==> src/source/be_calc_pkg.sv <==
// Datapath, address and register index types, operation codes, completion stage constants
`default_nettype none

package be_calc_pkg;

  // Completion pipe depth and the stages where results enter or leave it
  localparam int comp_stages_lp  = 5;
  localparam int mul_stage_lp    = 3;
  localparam int wb_stage_lp     = 3;
  localparam int commit_stage_lp = 2;

  typedef logic [31:0] dword_t;
  typedef logic [31:0] vaddr_t;
  typedef logic [4:0]  reg_addr_t;

  typedef enum logic [3:0]
  {
    e_op_add = 4'd0
    , e_op_sub = 4'd1
    , e_op_and = 4'd2
    , e_op_or  = 4'd3
    , e_op_xor = 4'd4
    , e_op_sll = 4'd5
    , e_op_srl = 4'd6
    , e_op_slt = 4'd7
    // Goes to the multiply pipe, not the ALU
    , e_op_mul = 4'd8
    , e_op_beq = 4'd9
    , e_op_bne = 4'd10
    , e_op_jal = 4'd11
  } calc_op_e;

endpackage

`default_nettype wire
==> src/source/be_calc_top.sv <==
// Calculator back end top: issue, integer and multiply pipes, exception and completion pipes
`timescale 1ns/1ps
`default_nettype none

module be_calc_top
  import be_calc_pkg::*;
  (input wire              clk_i
   , input wire            rst_n_i

   , input wire            dispatch_v_i
   , input wire calc_op_e  dispatch_op_i
   , input wire vaddr_t    dispatch_pc_i
   , input wire dword_t    dispatch_rs1_i
   , input wire dword_t    dispatch_rs2_i
   , input wire dword_t    dispatch_imm_i
   , input wire            dispatch_use_imm_i
   , input wire reg_addr_t dispatch_rs1_addr_i
   , input wire reg_addr_t dispatch_rs2_addr_i
   , input wire reg_addr_t dispatch_rd_addr_i
   , input wire            dispatch_rs1_r_v_i
   , input wire            dispatch_rs2_r_v_i
   , input wire            dispatch_rd_w_v_i
   , input wire            dispatch_illegal_i

   , output logic          br_v_o
   , output logic          br_taken_o
   , output vaddr_t        br_npc_o

   , output logic          commit_v_o
   , output logic          commit_instret_o
   , output logic          commit_npc_w_v_o
   , output vaddr_t        commit_npc_o
   , output logic          commit_exc_o

   , output logic          iwb_v_o
   , output reg_addr_t     iwb_addr_o
   , output dword_t        iwb_data_o
   );

  logic res_v_lo, res_use_imm_lo;
  calc_op_e res_op_lo;
  vaddr_t res_pc_lo;
  dword_t res_src1_lo, res_src2_lo, res_imm_lo;

  dword_t pipe_int_data_lo, pipe_mul_data_lo;
  logic pipe_int_v_lo, pipe_mul_v_lo, pipe_int_btaken_lo;
  vaddr_t pipe_int_npc_lo;

  logic [comp_stages_lp-1:0] stage_v_lo, comp_rd_w_v_lo;
  reg_addr_t [comp_stages_lp-1:0] comp_rd_addr_lo;
  dword_t [comp_stages_lp-1:0] comp_fwd_data_lo;

  be_calc_issue issue
    (.clk_i(clk_i), .rst_n_i(rst_n_i)
     , .dispatch_v_i(dispatch_v_i), .dispatch_op_i(dispatch_op_i)
     , .dispatch_pc_i(dispatch_pc_i), .dispatch_rs1_i(dispatch_rs1_i)
     , .dispatch_rs2_i(dispatch_rs2_i), .dispatch_imm_i(dispatch_imm_i)
     , .dispatch_use_imm_i(dispatch_use_imm_i)
     , .dispatch_rs1_addr_i(dispatch_rs1_addr_i), .dispatch_rs2_addr_i(dispatch_rs2_addr_i)
     , .dispatch_rs1_r_v_i(dispatch_rs1_r_v_i), .dispatch_rs2_r_v_i(dispatch_rs2_r_v_i)
     , .comp_rd_w_v_i(comp_rd_w_v_lo), .comp_rd_addr_i(comp_rd_addr_lo)
     , .comp_fwd_data_i(comp_fwd_data_lo)
     , .res_v_o(res_v_lo), .res_op_o(res_op_lo), .res_pc_o(res_pc_lo)
     , .res_src1_o(res_src1_lo), .res_src2_o(res_src2_lo), .res_imm_o(res_imm_lo)
     , .res_use_imm_o(res_use_imm_lo)
     );

  // Integer pipe, 1 cycle to stage 1
  be_calc_pipe_int pipe_int
    (.res_v_i(res_v_lo), .res_op_i(res_op_lo), .res_pc_i(res_pc_lo)
     , .res_src1_i(res_src1_lo), .res_src2_i(res_src2_lo), .res_imm_i(res_imm_lo)
     , .res_use_imm_i(res_use_imm_lo)
     , .data_o(pipe_int_data_lo), .v_o(pipe_int_v_lo)
     , .btaken_o(pipe_int_btaken_lo), .npc_o(pipe_int_npc_lo)
     );

  // Multiply pipe, 3 cycles to stage 3
  be_calc_pipe_mul pipe_mul
    (.clk_i(clk_i), .rst_n_i(rst_n_i), .flush_i(commit_npc_w_v_o)
     , .res_v_i(res_v_lo), .res_op_i(res_op_lo)
     , .res_src1_i(res_src1_lo), .res_src2_i(res_src2_lo)
     , .data_o(pipe_mul_data_lo), .v_o(pipe_mul_v_lo)
     );

  be_calc_exc_pipe exc_pipe
    (.clk_i(clk_i), .rst_n_i(rst_n_i)
     , .dispatch_v_i(dispatch_v_i), .dispatch_illegal_i(dispatch_illegal_i)
     , .dispatch_pc_i(dispatch_pc_i)
     , .int_btaken_i(pipe_int_btaken_lo), .int_npc_i(pipe_int_npc_lo)
     , .stage_v_o(stage_v_lo)
     , .commit_v_o(commit_v_o), .commit_instret_o(commit_instret_o)
     , .commit_npc_w_v_o(commit_npc_w_v_o), .commit_npc_o(commit_npc_o)
     , .commit_exc_o(commit_exc_o)
     , .br_v_o(br_v_o), .br_taken_o(br_taken_o), .br_npc_o(br_npc_o)
     );

  be_calc_comp_pipe comp_pipe
    (.clk_i(clk_i), .rst_n_i(rst_n_i)
     , .dispatch_rd_w_v_i(dispatch_rd_w_v_i), .dispatch_rd_addr_i(dispatch_rd_addr_i)
     , .stage_v_i(stage_v_lo), .instret_i(commit_instret_o)
     , .int_data_i(pipe_int_data_lo), .int_v_i(pipe_int_v_lo)
     , .mul_data_i(pipe_mul_data_lo), .mul_v_i(pipe_mul_v_lo)
     , .rd_w_v_o(comp_rd_w_v_lo), .rd_addr_o(comp_rd_addr_lo)
     , .fwd_data_o(comp_fwd_data_lo)
     , .iwb_v_o(iwb_v_o), .iwb_addr_o(iwb_addr_o), .iwb_data_o(iwb_data_o)
     );

endmodule

`default_nettype wire

==> src/source/be_calc_comp_pipe.sv <==
// Completion stage registers, result merge, bypass data and integer writeback
`timescale 1ns/1ps
`default_nettype none

module be_calc_comp_pipe
  import be_calc_pkg::*;
  (input wire                          clk_i
   , input wire                        rst_n_i

   , input wire                        dispatch_rd_w_v_i
   , input wire reg_addr_t             dispatch_rd_addr_i
   , input wire [comp_stages_lp-1:0]   stage_v_i
   , input wire                        instret_i

   , input wire dword_t                int_data_i
   , input wire                        int_v_i
   , input wire dword_t                mul_data_i
   , input wire                        mul_v_i

   , output logic [comp_stages_lp-1:0] rd_w_v_o
   , output reg_addr_t [comp_stages_lp-1:0] rd_addr_o
   , output dword_t [comp_stages_lp-1:0]    fwd_data_o

   , output logic                      iwb_v_o
   , output reg_addr_t                 iwb_addr_o
   , output dword_t                    iwb_data_o
   );

  logic      [comp_stages_lp:0]   w_v_n;
  reg_addr_t [comp_stages_lp:0]   addr_n;
  dword_t    [comp_stages_lp:0]   data_n;
  logic      [comp_stages_lp-1:0] w_v_r;
  reg_addr_t [comp_stages_lp-1:0] addr_r;
  dword_t    [comp_stages_lp-1:0] data_r;

  // Static latencies mean at most one pipe finishes into a given stage
  always_comb
    begin
      w_v_n  = {w_v_r, dispatch_rd_w_v_i};
      addr_n = {addr_r, dispatch_rd_addr_i};
      data_n = {data_r, 32'b0};

      data_n[1]            |= int_v_i ? int_data_i : '0;
      data_n[mul_stage_lp] |= mul_v_i ? mul_data_i : '0;

      w_v_n[comp_stages_lp-1:0] &= stage_v_i;
      // Write only survives past commit if the instruction retired
      w_v_n[wb_stage_lp]        &= instret_i;
    end

  always_ff @(posedge clk_i)
    begin
      if (!rst_n_i)
        w_v_r <= '0;
      else
        w_v_r <= w_v_n[comp_stages_lp-1:0];
    end

  always_ff @(posedge clk_i)
    begin
      addr_r <= addr_n[comp_stages_lp-1:0];
      data_r <= data_n[comp_stages_lp-1:0];
    end

  assign rd_w_v_o   = w_v_r;
  assign rd_addr_o  = addr_r;
  assign fwd_data_o = data_n[comp_stages_lp:1];

  assign iwb_v_o    = w_v_r[wb_stage_lp];
  assign iwb_addr_o = addr_r[wb_stage_lp];
  assign iwb_data_o = data_r[wb_stage_lp];

endmodule

`default_nettype wire

==> src/source/be_calc_exc_pipe.sv <==
// Valid and exception stage registers, branch report, commit and redirect generation
`timescale 1ns/1ps
`default_nettype none

module be_calc_exc_pipe
  import be_calc_pkg::*;
  (input wire                        clk_i
   , input wire                      rst_n_i

   , input wire                      dispatch_v_i
   , input wire                      dispatch_illegal_i
   , input wire vaddr_t              dispatch_pc_i
   , input wire                      int_btaken_i
   , input wire vaddr_t              int_npc_i

   , output logic [comp_stages_lp-1:0] stage_v_o

   , output logic                    commit_v_o
   , output logic                    commit_instret_o
   , output logic                    commit_npc_w_v_o
   , output vaddr_t                  commit_npc_o
   , output logic                    commit_exc_o

   , output logic                    br_v_o
   , output logic                    br_taken_o
   , output vaddr_t                  br_npc_o
   );

  logic [comp_stages_lp-1:0]  v_r, v_n;
  logic [commit_stage_lp:0]   illegal_r;
  vaddr_t [commit_stage_lp:0] pc_r;
  logic [commit_stage_lp:1]   taken_r;
  vaddr_t [commit_stage_lp:1] npc_r;
  logic flush;

  // Stage 0 is the instruction sitting in the reservation register
  assign br_v_o     = v_r[0];
  assign br_taken_o = v_r[0] & int_btaken_i;
  assign br_npc_o   = int_npc_i;

  assign commit_v_o       = v_r[commit_stage_lp];
  assign commit_instret_o = v_r[commit_stage_lp] & ~illegal_r[commit_stage_lp];
  assign commit_exc_o     = v_r[commit_stage_lp] & illegal_r[commit_stage_lp];
  assign commit_npc_w_v_o = v_r[commit_stage_lp]
                            & (illegal_r[commit_stage_lp] | taken_r[commit_stage_lp]);
  // Trap returns to the faulting pc
  assign commit_npc_o     = illegal_r[commit_stage_lp] ? pc_r[commit_stage_lp]
                                                       : npc_r[commit_stage_lp];

  assign flush = commit_npc_w_v_o;

  always_comb
    begin
      v_n = {v_r[comp_stages_lp-2:0], dispatch_v_i};
      // Redirect kills everything younger than the committing instruction
      for (int i = 0; i <= commit_stage_lp; i++)
        v_n[i] = v_n[i] & ~flush;
    end

  assign stage_v_o = v_n;

  always_ff @(posedge clk_i)
    begin
      if (!rst_n_i)
        v_r <= '0;
      else
        v_r <= v_n;
    end

  always_ff @(posedge clk_i)
    begin
      illegal_r  <= {illegal_r[commit_stage_lp-1:0], dispatch_illegal_i};
      pc_r       <= {pc_r[commit_stage_lp-1:0], dispatch_pc_i};
      taken_r[1] <= int_btaken_i;
      npc_r[1]   <= int_npc_i;
      for (int i = 2; i <= commit_stage_lp; i++)
        begin
          taken_r[i] <= taken_r[i-1];
          npc_r[i]   <= npc_r[i-1];
        end
    end

endmodule

`default_nettype wire

==> src/source/be_calc_pipe_mul.sv <==
// Two-register multiplier, low word of the product
`timescale 1ns/1ps
`default_nettype none

module be_calc_pipe_mul
  import be_calc_pkg::*;
  (input wire             clk_i
   , input wire           rst_n_i
   , input wire           flush_i

   , input wire           res_v_i
   , input wire calc_op_e res_op_i
   , input wire dword_t   res_src1_i
   , input wire dword_t   res_src2_i

   , output dword_t       data_o
   , output logic         v_o
   );

  dword_t product;
  dword_t data_r;
  logic   v_r;

  assign product = res_src1_i * res_src2_i;

  // Second register holds the committing instruction, so only the first is flushed
  always_ff @(posedge clk_i)
    begin
      if (!rst_n_i)
        begin
          v_r <= 1'b0;
          v_o <= 1'b0;
        end
      else
        begin
          v_r <= res_v_i & (res_op_i == e_op_mul) & ~flush_i;
          v_o <= v_r;
        end
    end

  always_ff @(posedge clk_i)
    begin
      data_r <= product;
      data_o <= data_r;
    end

endmodule

`default_nettype wire

==> src/source/be_calc_pipe_int.sv <==
// Integer ALU with branch resolution and next pc
`timescale 1ns/1ps
`default_nettype none

module be_calc_pipe_int
  import be_calc_pkg::*;
  (input wire             res_v_i
   , input wire calc_op_e res_op_i
   , input wire vaddr_t   res_pc_i
   , input wire dword_t   res_src1_i
   , input wire dword_t   res_src2_i
   , input wire dword_t   res_imm_i
   , input wire           res_use_imm_i

   , output dword_t       data_o
   , output logic         v_o
   , output logic         btaken_o
   , output vaddr_t       npc_o
   );

  dword_t op_b;
  vaddr_t pc_plus4;
  logic   src_eq;

  assign op_b     = res_use_imm_i ? res_imm_i : res_src2_i;
  assign pc_plus4 = res_pc_i + 32'd4;
  assign src_eq   = (res_src1_i == res_src2_i);

  always_comb
    begin
      case (res_op_i)
        e_op_add: data_o = res_src1_i + op_b;
        e_op_sub: data_o = res_src1_i - op_b;
        e_op_and: data_o = res_src1_i & op_b;
        e_op_or:  data_o = res_src1_i | op_b;
        e_op_xor: data_o = res_src1_i ^ op_b;
        e_op_sll: data_o = res_src1_i << op_b[4:0];
        e_op_srl: data_o = res_src1_i >> op_b[4:0];
        e_op_slt: data_o = {31'b0, $signed(res_src1_i) < $signed(op_b)};
        // Link address
        e_op_jal: data_o = pc_plus4;
        default:  data_o = '0;
      endcase
    end

  always_comb
    begin
      case (res_op_i)
        e_op_beq: btaken_o = res_v_i & src_eq;
        e_op_bne: btaken_o = res_v_i & ~src_eq;
        e_op_jal: btaken_o = res_v_i;
        default:  btaken_o = 1'b0;
      endcase
    end

  assign npc_o = btaken_o ? res_pc_i + res_imm_i : pc_plus4;

  // Conditional branches write nothing and mul completes later
  assign v_o = res_v_i & ~(res_op_i inside {e_op_mul, e_op_beq, e_op_bne});

endmodule

`default_nettype wire

==> src/source/be_calc_issue.sv <==
// Bypass match, priority operand select and reservation register
`timescale 1ns/1ps
`default_nettype none

module be_calc_issue
  import be_calc_pkg::*;
  (input wire                                   clk_i
   , input wire                                 rst_n_i

   , input wire                                 dispatch_v_i
   , input wire calc_op_e                       dispatch_op_i
   , input wire vaddr_t                         dispatch_pc_i
   , input wire dword_t                         dispatch_rs1_i
   , input wire dword_t                         dispatch_rs2_i
   , input wire dword_t                         dispatch_imm_i
   , input wire                                 dispatch_use_imm_i
   , input wire reg_addr_t                      dispatch_rs1_addr_i
   , input wire reg_addr_t                      dispatch_rs2_addr_i
   , input wire                                 dispatch_rs1_r_v_i
   , input wire                                 dispatch_rs2_r_v_i

   , input wire [comp_stages_lp-1:0]            comp_rd_w_v_i
   , input wire reg_addr_t [comp_stages_lp-1:0] comp_rd_addr_i
   , input wire dword_t [comp_stages_lp-1:0]    comp_fwd_data_i

   , output logic                               res_v_o
   , output calc_op_e                           res_op_o
   , output vaddr_t                             res_pc_o
   , output dword_t                             res_src1_o
   , output dword_t                             res_src2_o
   , output dword_t                             res_imm_o
   , output logic                               res_use_imm_o
   );

  logic [comp_stages_lp-1:0] match_rs1, match_rs2;
  dword_t bypass_rs1, bypass_rs2;

  // x0 never matches and reads as the register file value
  for (genvar i = 0; i < comp_stages_lp; i++)
    begin : fwd_match
      assign match_rs1[i] = dispatch_rs1_r_v_i & comp_rd_w_v_i[i] & (dispatch_rs1_addr_i != '0)
                            & (dispatch_rs1_addr_i == comp_rd_addr_i[i]);
      assign match_rs2[i] = dispatch_rs2_r_v_i & comp_rd_w_v_i[i] & (dispatch_rs2_addr_i != '0)
                            & (dispatch_rs2_addr_i == comp_rd_addr_i[i]);
    end

  // Scan oldest to youngest so the youngest match is the last one kept
  always_comb
    begin
      bypass_rs1 = dispatch_rs1_i;
      bypass_rs2 = dispatch_rs2_i;
      for (int i = comp_stages_lp-1; i >= 0; i--)
        begin
          if (match_rs1[i])
            bypass_rs1 = comp_fwd_data_i[i];
          if (match_rs2[i])
            bypass_rs2 = comp_fwd_data_i[i];
        end
    end

  always_ff @(posedge clk_i)
    begin
      if (!rst_n_i)
        res_v_o <= 1'b0;
      else
        res_v_o <= dispatch_v_i;
    end

  always_ff @(posedge clk_i)
    begin
      res_op_o      <= dispatch_op_i;
      res_pc_o      <= dispatch_pc_i;
      res_src1_o    <= bypass_rs1;
      res_src2_o    <= bypass_rs2;
      res_imm_o     <= dispatch_imm_i;
      res_use_imm_o <= dispatch_use_imm_i;
    end

endmodule

`default_nettype wire

==> config.mk <==
export PLATFORM = sky130hd
export DESIGN_NAME = be_calc_top
export DESIGN_NICKNAME = d
export VERILOG_FILES = /design/src/source/be_calc_pkg.sv /design/src/source/be_calc_top.sv /design/src/source/be_calc_comp_pipe.sv /design/src/source/be_calc_exc_pipe.sv /design/src/source/be_calc_pipe_mul.sv /design/src/source/be_calc_pipe_int.sv /design/src/source/be_calc_issue.sv
export SDC_FILE = /design/constraint.sdc
export NUM_CORES = 2
export LEC_CHECK = 0
export BUFFER_PORTS_ARGS = -buffer_cell sky130_fd_sc_hd__clkbuf_2
export CELL_PAD_IN_SITES_DETAIL_PLACEMENT = 2
export CELL_PAD_IN_SITES_GLOBAL_PLACEMENT = 2
export CORE_MARGIN = 3
export CORE_UTILIZATION = 39
export DETAILED_ROUTE_END_ITERATION = 16
export GPL_TIMING_DRIVEN = 1
export PLACE_DENSITY_LB_ADDON = 0.15
export SKIP_LAST_GASP = 1
export SYNTH_ARGS = -nofsm -noshare
export SYNTH_HDL_FRONTEND = slang
export SYNTH_SLANG_ARGS = --single-unit
export TNS_END_PERCENT = 30
==> constraint.sdc <==
create_clock -name clk_i -period 8.1 [get_ports clk_i]
set_input_delay 1.62 -clock clk_i [delete_from_list [all_inputs] [get_ports clk_i]]
set_output_delay 1.62 -clock clk_i [all_outputs]
set_load 0.005 [all_outputs]
Word level (Yosys, flattened, before mapping)
Cells that the tools add are included.

Flip-flop bits (word level): 495. Latch bits: 0. Memory bits (writable): 0. Bits in read-only memories: 0. Input bits: 155. Output and inout port bits: 108. Word-level logic and storage cells: 132. Memories: 0.

Add/sub/neg operators: 4. $mul: 1. Divide/modulo/power cells: 0. $lt $le $gt $ge: 1. Equality and inequality tests: 22. Shift-type cells: 2. Multiplexer cells: 17. Bitwise operators: 53. Reductions and logical operators: 4.

Operators by type and width (count): $mux 32 (15); $pmux 32 s9 (1); $add 32x32->32 (2); $or 32x32->32 (2); $eq 5x5->1 (10); $and 1x1->1 (43); $add 32x3->32 const B (1); $and 32x32->32 (1); $eq 32x32->1 (1); $lt 32x32->1 (1); $mul 32x32->32 (1); $shl 32x5->32 (1); $shr 32x5->32 (1); $sub 32x32->32 (1); $xor 32x32->32 (1); $eq 4x3->1 const B (4); $eq 4x4->1 const B (4); $reduce_bool 5->1 (2); $eq 4x2->1 const B (2); $and 5x5->5 (1); $eq 4x1->1 const B (1); $logic_not 4->1 (1); $not 1->1 (4); $pmux 1 s3 (1); other kinds (2) (2).

Depth between registers and ports, before layout
Depth after elaboration: 8. Gate-level depth with buffers: 26. Gate-level depth less buffers: 24.

By module
A second synthesis with hierarchy kept.

Cells, all modules: 5156. Area, all modules: 46185.5 um^2.

By module, submodules not included: be_calc_pipe_mul (instances 1, cells each 1800, area an instance 17231.5 um^2, seq. area each 1321.3 um^2); be_calc_pipe_int (instances 1, cells each 1741, area an instance 11631.2 um^2, seq. area each 0.0 um^2); be_calc_issue (instances 1, cells each 996, area an instance 8396.8 um^2, seq. area each 2682.6 um^2); be_calc_comp_pipe (instances 1, cells each 368, area an instance 4702.0 um^2, seq. area each 3163.0 um^2); be_calc_exc_pipe (instances 1, cells each 251, area an instance 4224.1 um^2, seq. area each 3383.2 um^2).

Least setup slack after synthesis
OpenSTA, ideal clock, no wires.

Path kind: flip-flop to flip-flop. Start: register issue.res_src1_o[14]. End: register pipe_mul.data_r[31]. Arrival time: 6.729 ns. Data required time: 7.979 ns. Path slack: 1.251 ns. Cell stages (with the launch flop): 21. Period minus slack after synthesis: 6.849 ns. Path through: dfxtp_1 clkbuf_1 clkbuf_1 and2_1 fa_1 fa_1 fa_1 inv_1 fa_1 inv_1 fa_1 fa_1 fa_1 fa_1 ha_1 or4_1 o31ai_1 o21ai_0 o41ai_1 o21ai_0 xnor2_1.

Word-level cells in the longest chain between the ends: 1.

RTL lines: start: declaration (line be_calc_issue.sv:29) `, output dword_t res_src1_o`; start signal: assignment (line be_calc_issue.sv:73) `res_src1_o <= bypass_rs1;`; $mul 32x32->32 (line be_calc_pipe_mul.sv:24) `assign product = res_src1_i * res_src2_i;`; net pipe_mul.product[31] (line be_calc_pipe_mul.sv:20) `dword_t product;`; end signal: assignment (line be_calc_pipe_mul.sv:43) `data_r <= product;`; end: declaration (line be_calc_pipe_mul.sv:21) `dword_t data_r;`.

The timed path passes the listed nets, and every way through them passes these cells. A chain may end at the register's enable or synchronous reset.

Worst setup path after layout
Start: register issue.res_src2_o[4]. End: register pipe_mul.data_r[31].

Word-level cells in the longest chain between the ends: 1.

RTL lines: start: declaration (line be_calc_issue.sv:30) `, output dword_t res_src2_o`; start signal: assignment (line be_calc_issue.sv:74) `res_src2_o <= bypass_rs2;`; $mul 32x32->32 (line be_calc_pipe_mul.sv:24); net pipe_mul.product[31] (line be_calc_pipe_mul.sv:20).

The timed path passes the listed nets, and every way through them passes these cells.

==> results.toml <==
[placed_design]
port_buffers = 262
gp_congestion = 1.01
place_hpwl_um = 147000

[timing]
period_share = 0.930
slew_violations = 0
period_minus_slack_ps = 7530
setup_viol = 0
tightest_slew_ps = 1180
final-hold-violation-count = 0
rsz0062_at_grt = "false"
finalSetupTns_ps = 0
slew_headroom = 0.214
fmax_ghz = 0.133
fin_skew_ps = 45.2

[cts]
clock_latency_ps = 650
clockRootBuffer = "clkbuf_16"
clk_pin_slew_ps = 70
htree_levels = 2
cts_resized = 0
cts_sinks = 495
cts_buffer_depth = 3
cts_tree = "built"
cts_buffers = 53
hold_buffers = 0
post_cts_buffers = 0

[run]
drv_cap = 0

[finish]
mostFrequentLayoutCells = "inv_1 (542), dfxtp_1 (492), nand2_1 (458)"
fin_nets = 5710
area_growth_pct = 10.7
drive_gt1_frac = 0.118
final_common_cell = "inv_1"

[route]
wl_um = 186000
ant_nets = 0
first_pass_iters = 5
dr_total_vias = 36700
drc = 0
wl_per_cell_um = 29.3
avgViaCountPerCell = 5.80
drt_iter0_markers = 2835

[yosys]
yosysSeqAreaShare = 0.235
netlist_area_um2 = 42200
yosys_warnings = 0
yosysUniqueCellTypes = 102
syn_inst = 4756
syn_area_per_cell_um2 = 8.87
synth_nets = 5590
ys_seq_elements = 495
synth_edf_count = 0
async_flop_share = 0
synth_flop_cell = "dfxtp_1"

[critical_path]
critPathLaunchType = "flop"
end_kind = "flop"
cp.required_ps = 8640
critical_path_class = "flop to flop"
crit_fanout = 15
arrival_ps = 8070

[global_route]
antenna_found_initial = 25
grt_start_max_net_pins = 65
grt_pass1_wl_um = 275000
grt_usage = 0.328
grt_pass1_vias = 40600
overflow = 0

[floorplan]
start_util = 0.394
num_rows = 120
core_region_area_um2 = 107000
die_h_um = 335
die_w_um = 335
dieArea_um2 = 112000
io_pins = 263

[hold_path]
hold_class = "flop to flop"

[outcome]
status = "finished clean"
## synth_stat cells (all sizes together) (7+ instances only)
cell,count,area [um2]
a211oi,37,293
a21o,63,473
a21oi,266,1350
a221oi,29,260
a22oi,23,173
a31oi,34,219
and2,334,2090
and3,27,169
and4,7,61.3
buf,92,574
clkbuf,230,865
dfxtp,495,9910
fa,411,8230
ha,268,3350
inv,544,2040
mux2,40,450
mux2i,210,2140
mux4,16,368
nand2,459,1720
nand2b,16,100
nand3,43,215
nand4,26,163
nor2,266,998
nor2b,14,87.6
nor3,44,225
nor4,28,175
o211ai,84,631
o21a,20,150
o21ai,205,1030
o21bai,18,135
o221ai,19,173
o22ai,24,150
o31a,10,87.6
o31ai,20,165
or3,12,75.1
or4,8,63.8
xnor2,134,1170
xor2,84,736
## worst max-delay path, stage by stage (launching register included)
cell,delay (ps)
dfxtp_1,680
buf_4,320
and2_1,180
fa_1,440
inv_1,110
fa_1,430
fa_1,500
fa_1,550
inv_1,50
fa_1,500
inv_1,60
fa_1,530
inv_1,50
fa_1,390
fa_1,480
ha_1,260
or4_1,560
o31ai_1,290
o21ai_0,230
o41ai_1,460
o21ai_0,200
xnor2_1,150
## path summary, 6_finish.rpt
kind	startpoint	to	slack, ps	cells past startpoint
worst max-delay path	issue.res_src2_o[4]	pipe_mul.data_r[31]	570	21
worst min-delay path	exc_pipe.npc_r[13]	exc_pipe.npc_r[45]	310	0
worst max register to register	issue.res_src2_o[4]	pipe_mul.data_r[31]	570	21
worst min register to register	exc_pipe.npc_r[13]	exc_pipe.npc_r[45]	310	0
## flip-flops by register name, summed over array words and instances (netlist names), 20 cells and up
signal                cells
issue.res_src1_o         32
comp_pipe.data_r         32
comp_pipe.rd_addr_o      20
comp_pipe.iwb_data_o     32
pipe_mul.data_o          32
exc_pipe.pc_r            96
exc_pipe.npc_r           64
issue.res_src2_o         32
pipe_mul.data_r          32
issue.res_imm_o          32
comp_pipe.fwd_data_o     64
## cell type report
class	count	area, um2
clock buffers	80	1550
inverters	545	2050
flip-flops and latches	495	9910
multi-input cells	3394	28900
repair buffers	387	2250
diodes	13	32.5
fillers	11800	60500
clock inverters	19	277
well taps	1403	1760
## cells by family after synthesis
logic type,after synthesis,share of synthesized area
buffers and inverters,867,0.0826
AND/OR/NAND/NOR,1297,0.148
XOR/XNOR,218,0.0452
AO/OA/AOI/OAI,934,0.145
flip-flops,495,0.235
multiplexers,266,0.0702
adder cells (fa/ha/maj),679,0.274
## through the flow
step                utilization  std cells  hold WS, ps  cell area, um2  worst slack [ps]
detailed placement        0.418       6224          314           44800               670
floorplan                     -       4756          310           42200              1250
finish                    0.436       6336          314           46700               571
global placement          0.418       6224          310           44800               849
global route              0.435       6324          318           46700               243
CTS                       0.435       6323          313           46700               621
## layer usage
metal | share of wire | vias up | global-route usage
li1 | - | 16000 | -
met1 | 0.41 | 19200 | 0.411
met2 | 0.48 | 1206 | 0.559
met3 | 0.061 | 372 | 0.0503
met4 | 0.050 | 6 | 0.143
met5 | 0.00018 | - | 0
Power is left out: the tool's default activity adds up to more than one toggle a clock period on the data nets, which glitch-free logic cannot reach.
